[config.mk]
export PLATFORM = sky130hd
export DESIGN_NAME = bbox_top
export DESIGN_NICKNAME = d
export VERILOG_FILES = /design/src/bbox_pkg.sv /design/src/bbox_extent.sv /design/src/bbox_delay_line.sv /design/src/bbox_snap_clip.sv /design/src/bbox_top.sv
export SDC_FILE = /design/constraint.sdc
export NUM_CORES = 1
export LEC_CHECK = 0
export ABC_AREA = 0
export BUFFER_PORTS_ARGS = -buffer_cell sky130_fd_sc_hd__clkbuf_2
export CAP_MARGIN = 20
export CORE_MARGIN = 1.5
export CORE_UTILIZATION = 35
export CTS_BUF_LIST = sky130_fd_sc_hd__clkbuf_4
export DETAILED_ROUTE_END_ITERATION = 8
export SLEW_MARGIN = 5
export SYNTH_ARGS = -nofsm -noshare
export SYNTH_HDL_FRONTEND = slang
export SYNTH_HIERARCHICAL = 1
export SYNTH_SLANG_ARGS = --single-unit
[constraint.sdc]
create_clock -name clk -period 22.8 [get_ports clk]
set_clock_uncertainty 0.2 [all_clocks]
set_input_delay 1.14 -clock clk [delete_from_list [all_inputs] [get_ports clk]]
set_output_delay 1.14 -clock clk [all_outputs]
set_load 0.01 [all_outputs]
[src/bbox_pkg.sv]
//##########################################################################
// Shared types for the triangle bounding-box stage of the rasterizer.
// Coordinates are signed fixed point, SIGFIG bits with RADIX fraction bits.
// Every stage module imports this package and passes tri_box_t items.
//##########################################################################

package bbox_pkg;

    // Total bits in one coordinate
    parameter int SIGFIG = 24;

    // Fraction bits in one coordinate
    parameter int RADIX = 10;

    // Signed fixed point
    // Integer part in [SIGFIG-1:RADIX], fraction in [RADIX-1:0]
    typedef logic signed [SIGFIG-1:0] coord_t;

    // One screen-space point
    typedef struct packed {
        coord_t x;
        coord_t y;
    } vertex_t;

    // Triangle as three vertices
    // Winding order is not used by this stage
    typedef struct packed {
        vertex_t v0;
        vertex_t v1;
        vertex_t v2;
    } tri_t;

    // Axis-aligned bounding box
    // ll is the lower-left corner, ur the upper-right corner
    typedef struct packed {
        vertex_t ll;
        vertex_t ur;
    } box_t;

    // One-hot subsample grid
    // 1X keeps whole pixels, 4X half pixels,
    // 16X quarter pixels, 64X eighth pixels
    typedef enum logic [3:0] {
        MSAA_1X  = 4'b1000,
        MSAA_4X  = 4'b0100,
        MSAA_16X = 4'b0010,
        MSAA_64X = 4'b0001
    } msaa_e;

    // Item carried from stage to stage
    // Triangle rides along with its box so later sample tests see both
    typedef struct packed {
        logic    valid;
        tri_t    triangle;
        box_t    box;
    } tri_box_t;

endpackage

[src/bbox_extent.sv]
//##########################################################################
// First pipeline stage: registers the incoming triangle together with
// its min/max bounding box. Holds everything while halt_n is low.
//##########################################################################

`timescale 1ns/1ps

module bbox_extent (
    input  logic               clk,
    input  logic               rst_n,
    input  logic               halt_n,
    input  bbox_pkg::tri_t     tri_in,
    input  logic               tri_valid,
    output bbox_pkg::tri_box_t item
);

    import bbox_pkg::*;

    // Unregistered box of the input triangle
    box_t box_d;

    // Smallest of three coordinates
    // Signed compare since the arguments are coord_t
    function automatic coord_t min3(
        input coord_t a,
        input coord_t b,
        input coord_t c
    );
        coord_t m;
        m = (a <= b) ? a : b;
        // Ties give equal values, so the pick does not matter
        return (m <= c) ? m : c;
    endfunction

    // Largest of three coordinates
    function automatic coord_t max3(
        input coord_t a,
        input coord_t b,
        input coord_t c
    );
        coord_t m;
        m = (a >= b) ? a : b;
        return (m >= c) ? m : c;
    endfunction

    always_comb begin
        // Lower-left from the minima
        box_d.ll.x = min3(tri_in.v0.x, tri_in.v1.x, tri_in.v2.x);
        box_d.ll.y = min3(tri_in.v0.y, tri_in.v1.y, tri_in.v2.y);
        // Upper-right from the maxima
        box_d.ur.x = max3(tri_in.v0.x, tri_in.v1.x, tri_in.v2.x);
        box_d.ur.y = max3(tri_in.v0.y, tri_in.v1.y, tri_in.v2.y);
    end

    // Input register
    // Advances only when halt_n is high
    always_ff @(posedge clk) begin
        if (!rst_n) begin
            item <= '0;
        end else if (halt_n) begin
            item.valid    <= tri_valid;
            item.triangle <= tri_in;
            item.box      <= box_d;
        end
    end

endmodule

[src/bbox_delay_line.sv]
//##########################################################################
// Halt-enabled register chain between the extent and snap/clip stages.
// STAGES sets the number of registers; all shift together on an advance
// edge and keep their contents while halt_n is low.
//##########################################################################

`timescale 1ns/1ps

module bbox_delay_line #(
    parameter int STAGES = 1
) (
    input  logic               clk,
    input  logic               rst_n,
    input  logic               halt_n,
    input  bbox_pkg::tri_box_t item_in,
    output bbox_pkg::tri_box_t item_out
);

    import bbox_pkg::*;

    // Index 0 is nearest the input
    tri_box_t stage_q [STAGES];

    always_ff @(posedge clk) begin
        if (!rst_n) begin
            // Clear valid and payload in every slot
            for (int i = 0; i < STAGES; i++) begin
                stage_q[i] <= '0;
            end
        end else if (halt_n) begin
            stage_q[0] <= item_in;
            // Shift the rest one slot toward the output
            for (int i = 1; i < STAGES; i++) begin
                stage_q[i] <= stage_q[i-1];
            end
        end
    end

    // Oldest item goes to the consumer
    assign item_out = stage_q[STAGES-1];

endmodule

[src/bbox_snap_clip.sv]
//##########################################################################
// Last pipeline stage: floors the box to the MSAA subsample grid, clamps
// it to the screen or rejects it when wholly off screen, and registers
// the box, the triangle and the valid bit onto the outputs.
//##########################################################################

`timescale 1ns/1ps

module bbox_snap_clip (
    input  logic               clk,
    input  logic               rst_n,
    input  logic               halt_n,
    input  bbox_pkg::tri_box_t item_in,
    input  bbox_pkg::vertex_t  screen,
    input  bbox_pkg::msaa_e    msaa,
    output bbox_pkg::tri_t     tri_out,
    output bbox_pkg::box_t     box_out,
    output logic               box_valid
);

    import bbox_pkg::*;

    // Fraction bits that survive the snap
    logic [RADIX-1:0] frac_mask;

    // Snapped corners
    coord_t ll_x;
    coord_t ll_y;
    coord_t ur_x;
    coord_t ur_y;

    // Screen limits for the clamp and the reject test
    coord_t scr_x;
    coord_t scr_y;

    // Clamped box and result valid
    box_t box_d;
    logic reject;
    logic valid_d;

    // Mask for the fraction field
    // Top bit is half a pixel, next a quarter, next an eighth
    function automatic logic [RADIX-1:0] grid_mask(input msaa_e code);
        logic [RADIX-1:0] mask;
        case (code)
            MSAA_1X:  mask = '0;
            MSAA_4X:  mask = {3'b100, {(RADIX-3){1'b0}}};
            MSAA_16X: mask = {3'b110, {(RADIX-3){1'b0}}};
            MSAA_64X: mask = {3'b111, {(RADIX-3){1'b0}}};
            // Illegal codes fall back to whole pixels
            default:  mask = '0;
        endcase
        return mask;
    endfunction

    // Integer part kept and low fraction bits cleared
    // On two's complement this floors toward minus infinity
    function automatic coord_t snap(
        input coord_t           value,
        input logic [RADIX-1:0] mask
    );
        coord_t r;
        r = value;
        r[RADIX-1:0] = value[RADIX-1:0] & mask;
        return r;
    endfunction

    always_comb begin
        frac_mask = grid_mask(msaa);

        ll_x = snap(item_in.box.ll.x, frac_mask);
        ll_y = snap(item_in.box.ll.y, frac_mask);
        ur_x = snap(item_in.box.ur.x, frac_mask);
        ur_y = snap(item_in.box.ur.y, frac_mask);

        scr_x = screen.x;
        scr_y = screen.y;

        // Lower-left pulled up to the origin
        box_d.ll.x = (ll_x < 0) ? '0 : ll_x;
        box_d.ll.y = (ll_y < 0) ? '0 : ll_y;

        // Upper-right pulled down to the screen edge
        box_d.ur.x = (ur_x >= scr_x) ? scr_x : ur_x;
        box_d.ur.y = (ur_y >= scr_y) ? scr_y : ur_y;

        // Wholly left/below the origin or right/above the screen
        reject = (ur_x < 0) || (ur_y < 0) || (ll_x >= scr_x) || (ll_y >= scr_y);

        valid_d = item_in.valid && !reject;
    end

    // Output register
    // Triangle passes through untouched
    always_ff @(posedge clk) begin
        if (!rst_n) begin
            tri_out   <= '0;
            box_out   <= '0;
            box_valid <= 1'b0;
        end else if (halt_n) begin
            tri_out   <= item_in.triangle;
            box_out   <= box_d;
            box_valid <= valid_d;
        end
    end

endmodule

[src/bbox_top.sv]
//##########################################################################
// Bounding-box stage of the rasterizer. Extent stage, halt-enabled delay
// line and snap/clip stage in a chain of PIPE_DEPTH advance edges.
// halt_n low freezes every register; screen and msaa are config levels.
//##########################################################################

`timescale 1ns/1ps

module bbox_top #(
    // Total latency in advance edges (3 or more)
    parameter int PIPE_DEPTH = 3
) (
    input  logic              clk,
    input  logic              rst_n,
    input  logic              halt_n,
    input  bbox_pkg::tri_t    tri_in,
    input  logic              tri_valid,
    input  bbox_pkg::vertex_t screen,
    input  bbox_pkg::msaa_e   msaa,
    output bbox_pkg::tri_t    tri_out,
    output bbox_pkg::box_t    box_out,
    output logic              box_valid
);

    import bbox_pkg::*;

    // Extent stage to delay line
    tri_box_t extent_item;

    // Delay line to snap/clip stage
    tri_box_t delayed_item;

    // Min/max box in one advance edge
    bbox_extent u_extent (
        .clk       (clk),
        .rst_n     (rst_n),
        .halt_n    (halt_n),
        .tri_in    (tri_in),
        .tri_valid (tri_valid),
        .item      (extent_item)
    );

    // Middle of the pipe
    // Extent and snap/clip take one edge each and the rest sits here
    bbox_delay_line #(
        .STAGES (PIPE_DEPTH - 2)
    ) u_delay_line (
        .clk      (clk),
        .rst_n    (rst_n),
        .halt_n   (halt_n),
        .item_in  (extent_item),
        .item_out (delayed_item)
    );

    // Snap, clamp or reject in one advance edge
    bbox_snap_clip u_snap_clip (
        .clk       (clk),
        .rst_n     (rst_n),
        .halt_n    (halt_n),
        .item_in   (delayed_item),
        .screen    (screen),
        .msaa      (msaa),
        .tri_out   (tri_out),
        .box_out   (box_out),
        .box_valid (box_valid)
    );

endmodule

Yosys cells after proc, flatten, opt, wreduce, memory -nomap -nowiden. Memory sizes are Yosys's and may differ from the RTL's. Cells that the tools add are included.

Input bits: 200. Bits in writable memories: 241. Bits in read-only memories: 0. Output and inout bits: 241. Latch bits: 0. Memories: 1. Register bits after elaboration: 482.

Memories: u_delay_line.stage_q (words 1, bits a word 241, rd ports 1, clocked after Yosys merged registers in 0, wr ports 1, line bbox_delay_line.sv:22) `tri_box_t stage_q [STAGES];`.

Mux-type cells: 19. Reductions and logical operators: 6. Div/mod/pow operators: 0. Add/subtract/negate cells: 0. $lt $le $gt $ge: 16. $mul: 0. Shift operators: 0. Eq/ne operators: 3. Bitwise operators: 4.

Operator list (number): $mux 24 (12); $mux 241 (1); $reduce_or 241->1 (1); $ge 24x24->1 (8); $le 24x24->1 (4); $lt 24x1->1 const B (4); $and 10x10->10 (4); $pmux 10 s3 (1); $mux 1 (5); $eq 4x1->1 const B (1); $eq 4x2->1 const B (1); $eq 4x3->1 const B (1); $logic_or 1x1->1 (3); $logic_and 1x1->1 (1); $logic_not 1->1 (1).

Depth between registers and ports, before layout. Gate-level depths: netlist (run 1).

Word-level depth: 9. Gate-level depth with buffers: 21.

Cells and area by module. Netlist (run 1), hierarchy kept.

By module, submodules not included: bbox_extent (instances 1, cells an instance 1547, seq. area each 4824.6 µm², area each 14726.6 µm²); bbox_snap_clip (instances 1, cells an instance 1047, seq. area each 4504.3 µm², area each 10451.3 µm²); bbox_delay_line (instances 1, cells an instance 536, seq. area each 7236.9 µm², area each 9113.7 µm²).

Worst setup path before layout (run 1). No wires, ideal clock.

Kind: input -> register. Start: in halt_n. End: mem u_delay_line/stage_q[0][0] (netlist bit) (enable). Data required time: 21.954 ns. Path buffers: 1. Library setup time: 0.646 ns. Arrival time: 7.098 ns. Stages on the path: 2. Slack: 14.857 ns. Cells stage by stage: buf_6 > nand2b_1.

Cells in the longest elaborated chain, start to end: 5.

RTL lines: from (decl) (line bbox_top.sv:15) `input logic halt_n,`; $mux 1 (*) (line bbox_delay_line.sv:30) `end else if (halt_n) begin`; $mux 1 (*) (line bbox_delay_line.sv:25) `if (!rst_n) begin`; $mux 1 (not written as such) (*) (line bbox_delay_line.sv:31) `stage_q[0] <= item_in;`; $reduce_or 241->1 (no source line); $mux 1 (no source line) (*); to (decl) (line bbox_delay_line.sv:22).

Mark *: on every way between the ends. The rest lies on a longest branch, timed or not.

Worst setup path after layout (run 1).
Start: in tri_in[87] (netlist bit). End: reg u_extent/item[47] (netlist bit).

Cells in the longest elaborated chain, start to end: 4.

RTL lines: from (decl) (line bbox_top.sv:16) `input bbox_pkg::tri_t tri_in,`; $ge 24x24->1 (line bbox_extent.sv:42) `m = (a >= b) ? a : b;`; $mux 24 (*) (line bbox_extent.sv:42); $ge 24x24->1 (line bbox_extent.sv:43) `return (m >= c) ? m : c;`; $mux 24 (*) (line bbox_extent.sv:43); to (decl) (line bbox_extent.sv:14) `output bbox_pkg::tri_box_t item`.

Marks and branches as above. A chain may end at the register's enable or synchronous reset.

==> metrics.md, run 1 <==
| Metric | Value |
|---|---|
| Data arrival, critical path | `6.62 ns` |
| Vias in the first global route | `22.94k` |
| Power per cell area | `77.31 nW/um2` |
| Starting density of the core | `35.46%` |
| Fin area | `37130 um2` |
| DP HPWL | `63780 um` |
| Rel. slew slack | `2.580%` |
| DR vias | `23.18k` |
| Core area | `90290 um2` |
| Share of cells above drive strength 1 | `24.32%` |
| Mapped cell area | `32020 um2` |
| Yosys warns | `6` |
| CP Max Fanout | `34` |
| Critical Path End Type | `flop` |
| Routed len/inst | `19.21 um` |
| 1st-iter DRT viols | `1235` |
| Worst-skew pair later-pin latency | `1.01 ns` |
| Fillers | `8935` |
| Final nets | `3755` |
| Total track usage | `18.74%` |
| Global route total overflow | `0` |
| Port buffer count | `424` |
| Max-slew violation count | `0` |
| Clock Pin Slew Worst Setup and Hold Paths | `0.06 ns` |
| Worst path slowest cell | `mux2i_4` |
| Most frequent CP cell | `o21ai_0` |
| Area grow syn2layout | `15.95%` |
| Setup TNS | `0 ns` |
| Site Rows | `110` |
| Maximum vdd drop | `0.04102 mV` |
| CP Class | `in2reg` |
| CTS tree | `yes` |
| Cell Count, Final, Fillers Out | `4675` |
| Post-route DRC | `0` |
| Startpoint Class | `input port` |
| Crit path required time | `23.50 ns` |
| First drt pass iteration count | `5` |
| Worst hold stages | `3` |
| Register area | `15160 um2` |
| Fin crit share | `25.97%` |
| Number of max-cap violations | `0` |
| CP max stage delay | `0.90 ns` |
| DIE WIDTH | `305.5 um` |
| Maximum number of pins on one net before global-route repair | `224` |
| Clock root buffer master | `clkbuf_4` |
| CTS max path bufs | `3` |
| Final Hold Viols | `0` |
| Final Critical Period | `5.920 ns` |
| H-tree level count | `4` |
| RSZ-0062 raised after global routing | `no` |
| Setup WS pre-CTS | `15.95 ns` |
| Remaining antenna violation count | `0` |
| Avg Inst Size Synth | `10.86 um2` |
| Static Leakage | `17.86 nW` |
| # clock sinks | `651` |
| Antenna violations before repair | `9` |
| Status | `finished, final reports clean` |
| Gates resized, CTS repair | `0` |
| Multi-input gate area | `15220 um2` |
| Final setup fails | `0` |
| Overall power | `0.002870 W` |
| DP Area | `34710 um2` |
| First-pass GRT wire length | `134400 um` |
| Worst Max-Slew Pin Slew | `1.461 ns` |
| Fmax achieved | `0.1689 GHz` |
| # IOs | `441` |
| Via density | `4.957` |
| Most common cell after layout, fill and taps aside | `dfxtp_1` |
| Mapped Cells | `2948` |
| Reg2Reg Depth | `10` |
| Min-delay worst type | `in2reg` |
| Most frequent cells in the layout | `438 x dfxtp_1, 422 x clkbuf_2, 337 x nor2b_1` |
| Gpl congestion | `0.8491` |
| Placed insts | `4339` |
| CTS buffer count | `177` |
| Die Y | `305.5 um` |
| Setup bufs post-CTS | `0` |
| Die Area | `93310 um2` |
| Sequence of cells on the critical path | `clkbuf_2 > inv_1 > ha_1 > a21oi_1 > o21ai_0 > a21oi_1 > o21ai_0 > nor3_2 > mux2i_4 > mux2_2 > ha_1 > and4_1 > nand4_1 > nor3_1 > o31ai_1 > o211ai_1 > a21o_1 > o21ai_0 > a41o_1` |
| Post-Route WL | `89810 um` |
| PnR worst setup slack | `16.88 ns` |
| Cts-stage hold buffer count | `1` |
metal layers:
| layer | share of wire (%) | wire length [um] | global-route usage [%] | vias up |
|---|---|---|---|---|
| met3 | 5.6 | 5061 | 5.214 | 172 |
| met1 | 41 | 36510 | 21.24 | 10875 |
| met5 | 0.073 | 66 | 0 | - |
| met4 | 3.0 | 2662 | 7.486 | 10 |
| li1 | - | - | - | 11536 |
| met2 | 51 | 45500 | 33.11 | 583 |
power breakdown:
| part | internal, W | switching (W) |
|---|---|---|
| logic | 0.000195 | 0.000268 |
| registers | 0.00128 | 0.0000453 |
| clock network | 0.000584 | 0.000501 |
| total | 0.00206 | 0.000814 |
worst paths after layout:
check	to	from	slack, ns
max	u_extent/item[47]	tri_in[87]	16.88
min reg2reg	u_snap_clip/box_out[26]	u_snap_clip/box_out[26]	0.26
max reg2reg	u_snap_clip/box_out[10]	u_delay_line/stage_q[0][8]	19.30
min	u_snap_clip/box_out[29]	screen[29]	0.20
layout make-up:
cell class	count	area share (%)
Multi-Input combinational cell	1932	41.00
Sequential cell	651	40.85
Timing Repair Buffer	447	6.363
Clock buffer	288	5.823
Tap cell	1176	3.963
Inverter	134	1.355
Clock inverter	39	0.5931
Antenna cell	8	0.05392
through the flow:
stage               hold slack [ns]  utilization, %
finish                       0.1988           41.12
global route                0.04927           41.12
CTS                        0.004985           41.10
detailed placement           0.2513           38.45
global placement             0.2510           38.42
floorplan                    0.2750               -
worst max-delay path: cells and delay by family:
| family | cells | cell delay, ns |
|---|---|---|
| buffers and inverters | 2 | 0.18 |
| adder cells (fa/ha/maj) | 2 | 0.65 |
| AND/OR/NAND/NOR | 4 | 1.12 |
| AO/OA/AOI/OAI | 9 | 2.16 |
| multiplexers | 2 | 1.34 |
registers in the layout (all words and copies together), names as in the netlist:
register,cells
u_snap_clip/box_valid,1
u_delay_line/stage_q,213
u_snap_clip/box_out,80
u_snap_clip/tri_out,144
u_extent/item,213
(Power assumes the default switching activity.)
==> inputs of run 2 (changes only) <==
clock period = 5.1 ns   (was 22.8 ns; I/O delays follow)
==> metrics.md, run 2 (same netlist as run 1, synthesis figures left out) <==
| Metric | Value |
|---|---|
| Worst hold stages | `4 (+1)` |
| # IOs | `441 (unchanged)` |
| Endpoint, Worst Hold | `u_extent/item[66]` |
| Die Area | `93310 um2 (unchanged)` |
| Power per cell area | `304.5 nW/um2 (+290%)` |
| Final core occ | `49.39% (+8.3 points)` |
| Final setup fails | `0 (unchanged)` |
| CTS buffer count | `179 (+1.1%)` |
| Status | `finished, final reports clean` |
| Sequential Power Share | `43.5% (-2.6 points)` |
| 1st-iter DRT viols | `1737 (+41%)` |
| Vias in the first global route | `27.77k (+21%)` |
| CTS tree | `yes` |
| Critical Path End Type | `flop` |
| Worst R2R End | `u_snap_clip/box_out[8]` |
| Fillers | `8118 (-9.1%)` |
| Share of cells above drive strength 1 | `20.67% (-3.6 points)` |
| Routed len/inst | `19.52 um (+1.6%)` |
| CP Max Fanout | `34 (unchanged)` |
| Antenna violations before repair | `6 (-3)` |
| Maximum number of pins on one net before global-route repair | `215 (-4.0%)` |
| Setup TNS | `0 ns (unchanged)` |
| Internal power component | `0.009666 W (+370%)` |
| Reg2Reg Depth | `12 (+2)` |
| First-pass GRT wire length | `160100 um (+19%)` |
| Fin crit share | `97.59%` |
| Setup bufs post-CTS | `0 (unchanged)` |
| Fmax achieved | `0.2009 GHz` |
| R2R Path Start | `u_delay_line/stage_q[0][9]` |
| Post-Route WL | `105600 um (+18%)` |
| Rel. slew slack | `25.28% (+23 points)` |
| DIE WIDTH | `305.5 um (unchanged)` |
| PnR worst setup slack | `0.1229 ns (-16.76 ns)` |
| CP Class | `in2reg` |
| Maximum vdd drop | `0.1932 mV (+370%)` |
| Worst R2R Setup Slack | `0.70 ns (-18.60 ns)` |
| RSZ-0062 raised after global routing | `no` |
| Most common cell after layout, fill and taps aside | `dlygate4sd3_1` |
| Port buffer count | `424 (unchanged)` |
| Net Switching | `0.003914 W (+380%)` |
| Data arrival, critical path | `5.70 ns (-0.92 ns)` |
| Total track usage | `22.14% (+3.4 points)` |
| Min-delay worst type | `in2reg` |
| Worst-skew pair later-pin latency | `1.07 ns (+0.06 ns)` |
| Crit path required time | `5.82 ns (-17.68 ns)` |
| Clock Power Share | `36.5% (-1.3 points)` |
| Post-route DRC | `0 (unchanged)` |
| Final nets | `4494 (+20%)` |
| Worst Max-Slew Pin Slew | `1.121 ns (-0.3405 ns)` |
| Gpl congestion | `0.8532 (+0.48%)` |
| Final Critical Period | `4.977 ns` |
| Site Rows | `110 (unchanged)` |
| Die Y | `305.5 um (unchanged)` |
| CTS max path bufs | `3 (unchanged)` |
| Clock root buffer master | `clkbuf_4` |
| H-tree level count | `4 (unchanged)` |
| Overall power | `0.01358 W (+370%)` |
| Number of max-cap violations | `0 (unchanged)` |
| First drt pass iteration count | `7 (+2)` |
| Core area | `90290 um2 (unchanged)` |
| Hold Crit Start | `tri_in[66]` |
| Startpoint Class | `input port` |
| Setup WS pre-CTS | `0.01866 ns (-15.93 ns)` |
| Most frequent cells in the layout | `706 x dlygate4sd3_1, 438 x dfxtp_1, 422 x clkbuf_2` |
| Clock Pin Slew Worst Setup and Hold Paths | `0.06 ns (about the same)` |
| Max-slew violation count | `0 (unchanged)` |
| DP HPWL | `64470 um (+1.1%)` |
| Via density | `4.975 (+0.35%)` |
| Area grow syn2layout | `39.28%` |
| Remaining antenna violation count | `0 (unchanged)` |
| Starting density of the core | `35.46% (unchanged)` |
| Global route total overflow | `0 (unchanged)` |
| Static Leakage | `21.20 nW (+19%)` |
| # clock sinks | `651 (unchanged)` |
| Sw Share | `28.82% (+0.46 points)` |
| Final Hold Viols | `0 (unchanged)` |
| DR vias | `26.90k (+16%)` |
| Top Registers | `u_delay_line/stage_q: 213 flops, u_extent/item: 213 flops, u_snap_clip/tri_out: 144 flops` |
| Logic pwr share | `20.0% (+3.9 points)` |
-- run 2: changes by cell type in the layout (fill, tap and decap cells not counted), moves of 3 or more --
cell | before | now
dlygate4sd3_1 | 1 | 706
buf_4 | 17 | 36
buf_12 | 3 | 16
clkinv_1 | 21 | 28
clkinv_2 | 8 | 1
diode_2 | 8 | 4
clkinv_4 | 5 | 2
inv_6 | 1 | 4
-- run 2: cell type report --
class / instances / area, um2 / share of cell area, %
clock buffer: 286 / 2147 / 4.815
timing repair buffer: 1184 / 9838 / 22.06
antenna: 4 / 10.01 / 0.02245
sequential: 651 / 15160 / 34.00
clock inverter: 41 / 230.2 / 0.5162
inverter: 134 / 503.0 / 1.128
multi-input combinational: 1932 / 15230 / 34.15
tap: 1176 / 1471 / 3.299
-- run 2: timing repair --
item                                    in CTS  in global routing
endpoints found under the setup margin       0                  2
resized for setup                            0                  3
endpoints found under the hold margin      477                  0
hold buffers                               706                  0
-- run 2: layer usage --
metal	up-vias	global-route usage [%]	part of all wire [%]
li1	13006	-	-
met1	12879	25.11	40
met2	781	39.48	51
met3	235	4.839	5.5
met4	2	10.16	4.0
met5	-	0	0.013
-- run 2: power by group through the flow --
stage / clock network [W] / registers (W) / logic, W
5_1_grt: 0.00540 / 0.00594 / 0.00295
3_5_place_dp: 0 / 0.00603 / 0.00216
4_1_cts: 0.00509 / 0.00591 / 0.00267
3_3_place_gp: 0 / 0.00602 / 0.00213
2_1_floorplan: 0 / 0.00598 / 0.00144
6_report: 0.00495 / 0.00591 / 0.00272
-- run 2: per-stage QoR --
step / cell area [um2] / cells / hold slack [ns]
global route: 44590 / 5407 / 0.03881
finish: 44600 / 5408 / 0.1187
global placement: 35090 / 4369 / 0.2487
detailed placement: 35110 / 4370 / 0.2540
CTS: 44550 / 5403 / 0.0007779
floorplan: 32080 / 2963 / 0.2213
-- run 2: critical path: stages --
cell and delay, ns:
dlygate4sd3_1 0.54, clkbuf_2 0.14, ha_1 0.32, a21oi_1 0.16
o21ai_0 0.14, a21oi_1 0.21, o21ai_0 0.16, nor3_4 0.34
mux2i_4 0.30, buf_12 0.21, mux2_2 0.37, ha_1 0.29
a21o_1 0.18, nand3_1 0.08, a21oi_1 0.07, a2111oi_1 0.45
buf_4 0.19, o211ai_1 0.08, a21o_1 0.22, buf_12 0.17
a41o_1 0.24, dlygate4sd3_1 0.54
-- run 2: worst max path at each step --
stage                      startpoint           endpoint  slack (ns)  cells after the start
after floorplan            tri_in[53]  u_extent/item[62]        0.60                     20
after global placement     tri_in[79]  u_extent/item[87]        0.20                     20
after detailed placement   tri_in[79]  u_extent/item[31]        0.02                     20
after CTS                 tri_in[121]  u_extent/item[46]        0.11                     22
after global routing       tri_in[87]  u_extent/item[94]        0.01                     23
final                     tri_in[135]  u_extent/item[46]        0.12                     22
==> inputs of run 3 (changes only) <==
CTS_BUF_LIST = default   (was sky130_fd_sc_hd__clkbuf_4)
==> metrics.md, run 3 (same netlist as run 1, synthesis figures left out) <==
| Metric | Value |
|---|---|
| Critical Path End Type | `flop` |
| First drt pass iteration count | `5 (-2)` |
| Antenna violations before repair | `5 (-1)` |
| Setup TNS | `0 ns (unchanged)` |
| Final Hold Viols | `0 (unchanged)` |
| Via density | `5.005 (+0.60%)` |
| Status | `finished, final reports clean` |
| Most frequent cells in the layout | `438 x dfxtp_1, 422 x clkbuf_2, 337 x nor2b_1` |
| Vias in the first global route | `23.87k (-14%)` |
| CTS tree | `yes` |
| Top Registers | `u_delay_line/stage_q: 213 flops, u_extent/item: 213 flops, u_snap_clip/tri_out: 144 flops` |
| Worst R2R End | `u_snap_clip/box_out[8]` |
| Routed len/inst | `19.62 um (+0.50%)` |
| Post-Route WL | `93620 um (-11%)` |
| Core area | `90290 um2 (unchanged)` |
| # IOs | `441 (unchanged)` |
| Clock root buffer master | `clkbuf_16` |
| Worst-skew pair later-pin latency | `0.64 ns (-0.43 ns)` |
| Port buffer count | `424 (unchanged)` |
| Site Rows | `110 (unchanged)` |
| Crit path required time | `5.43 ns (-0.39 ns)` |
| CTS buffer count | `77 (-57%)` |
| Area grow syn2layout | `25.65%` |
| DIE WIDTH | `305.5 um (unchanged)` |
| Min-delay worst type | `in2reg` |
| Fin crit share | `94.43% (-3.2 points)` |
| CP max stage delay | `0.54 ns (about the same)` |
| Final Critical Period | `4.816 ns (-0.1611 ns)` |
| Remaining antenna violation count | `0 (unchanged)` |
| Starting density of the core | `35.46% (unchanged)` |
| Post-route DRC | `0 (unchanged)` |
| Gpl congestion | `0.8532 (unchanged)` |
| Final setup fails | `0 (unchanged)` |
| CTS max path bufs | `3 (unchanged)` |
| Startpoint Class | `input port` |
| Die Area | `93310 um2 (unchanged)` |
| Die Y | `305.5 um (unchanged)` |
| Number of max-cap violations | `0 (unchanged)` |
| Static Leakage | `19.02 nW (-10%)` |
| Endpoint, Worst Hold | `u_snap_clip/box_out[55]` |
| Clock Pin Slew Worst Setup and Hold Paths | `0.06 ns (about the same)` |
| Most common cell after layout, fill and taps aside | `dfxtp_1` |
| Reg2Reg Depth | `11 (-1)` |
| Worst Max-Slew Pin Slew | `1.101 ns (-0.01983 ns)` |
| Data arrival, critical path | `5.15 ns (-0.55 ns)` |
| Worst R2R Setup Slack | `1.19 ns (+0.49 ns)` |
| Worst path slowest cell | `dlygate4sd3_1` |
| Power per cell area | `340.6 nW/um2 (+12%)` |
| Fmax achieved | `0.2076 GHz (+3.3%)` |
| Fin area | `40230 um2 (-9.8%)` |
| Global route total overflow | `0 (unchanged)` |
| Maximum number of pins on one net before global-route repair | `215 (unchanged)` |
| Sequence of cells on the critical path | `dlygate4sd3_1 > clkbuf_2 > inv_1 > ha_1 > nor2b_1 > o211ai_1 > a21oi_1 > o21a_1 > nor3_4 > mux2i_4 > buf_12 > mux2_2 > ha_1 > a21o_1 > nand3_1 > a21oi_1 > a2111oi_1 > buf_4 > o211ai_1 > a21o_1 > buf_12 > a41o_1` |
| Worst hold stages | `5 (+1)` |
| DP Area | `35110 um2 (unchanged)` |
| RSZ-0062 raised after global routing | `no` |
| CP Max Fanout | `34 (unchanged)` |
| R2R Path Start | `u_delay_line/stage_q[0][8]` |
| H-tree level count | `3 (-1)` |
| # clock sinks | `651 (unchanged)` |
| Max-slew violation count | `0 (unchanged)` |
| CP Class | `in2reg` |
| Share of cells above drive strength 1 | `19.36% (-1.3 points)` |
| Final nets | `3943 (-12%)` |
| Rel. slew slack | `26.60% (+1.3 points)` |
| First-pass GRT wire length | `140800 um (-12%)` |
| 1st-iter DRT viols | `1503 (-13%)` |
| DR vias | `23.89k (-11%)` |
| Total track usage | `19.41% (-2.7 points)` |
| Maximum vdd drop | `0.2512 mV (+30%)` |
| DP HPWL | `64470 um (unchanged)` |
| Hold Crit Start | `msaa[3]` |
run 3: what timing repair did:
action	CTS	global route
hold buffers	257	0
gates resized for setup	0	2
buffers inserted	0	0
hold endpoints to repair	305	0
setup endpoints to repair	0	30
run 3: cell type report:
class / count / area [um2]
well taps: 1176 / 1471
clock buffers: 112 / 2263
inverters: 134 / 503.0
repair buffers: 735 / 5344
fillers: 8556 / 50050
multi-input cells: 1932 / 15230
diodes: 2 / 5.005
flip-flops and latches: 651 / 15160
clock inverters: 31 / 250.2
run 3: worst max-delay path: cells and delay by family:
family	cells	cell delay [ns]
AO/OA/AOI/OAI	9	1.83
adder cells (fa/ha/maj)	2	0.58
multiplexers	2	0.68
buffers and inverters	6	1.27
AND/OR/NAND/NOR	3	0.52
run 3: metrics by stage:
step	instances	total power [W]	util, %	hold slack (ns)	setup WS [ns]
2_1_floorplan	2963	0.007422	-	0.2213	0.6037
3_3_place_gp	4369	0.008157	38.87	0.2487	0.2015
3_5_place_dp	4370	0.008188	38.88	0.2540	0.01866
4_1_cts	4770	0.01387	44.52	0.02142	0.1409
5_1_grt	4773	0.01431	44.56	0.07209	0.006051
6_report	4773	0.01370	44.56	0.07068	0.2840
run 3: where the power goes:
group / switching [W] / total [W] / leakage (nW) / internal (W)
combinational: 0.00126 / 0.00235 / 11.8 / 0.00109
sequential: 0.000198 / 0.00591 / 5.96 / 0.00571
clock: 0.00224 / 0.00544 / 1.24 / 0.00320
total: 0.00370 / 0.0137 / 19.0 / 0.0100
run 3: layer usage:
metal	routed length [um]	track usage [%]	vias to the layer above
li1	-	-	11780
met1	38510	22.67	11386
met2	47910	35.18	557
met3	4269	3.543	162
met4	2924	7.069	2
met5	11	0	-
run 3: worst max path at each step:
stage	startpoint	to	slack, ns
global route	tri_in[79]	u_extent/item[41]	0.006
floorplan	tri_in[53]	u_extent/item[62]	0.60
CTS	tri_in[121]	u_extent/item[31]	0.14
detailed placement	tri_in[79]	u_extent/item[31]	0.02
finish	tri_in[73]	u_extent/item[37]	0.28
global placement	tri_in[79]	u_extent/item[87]	0.20
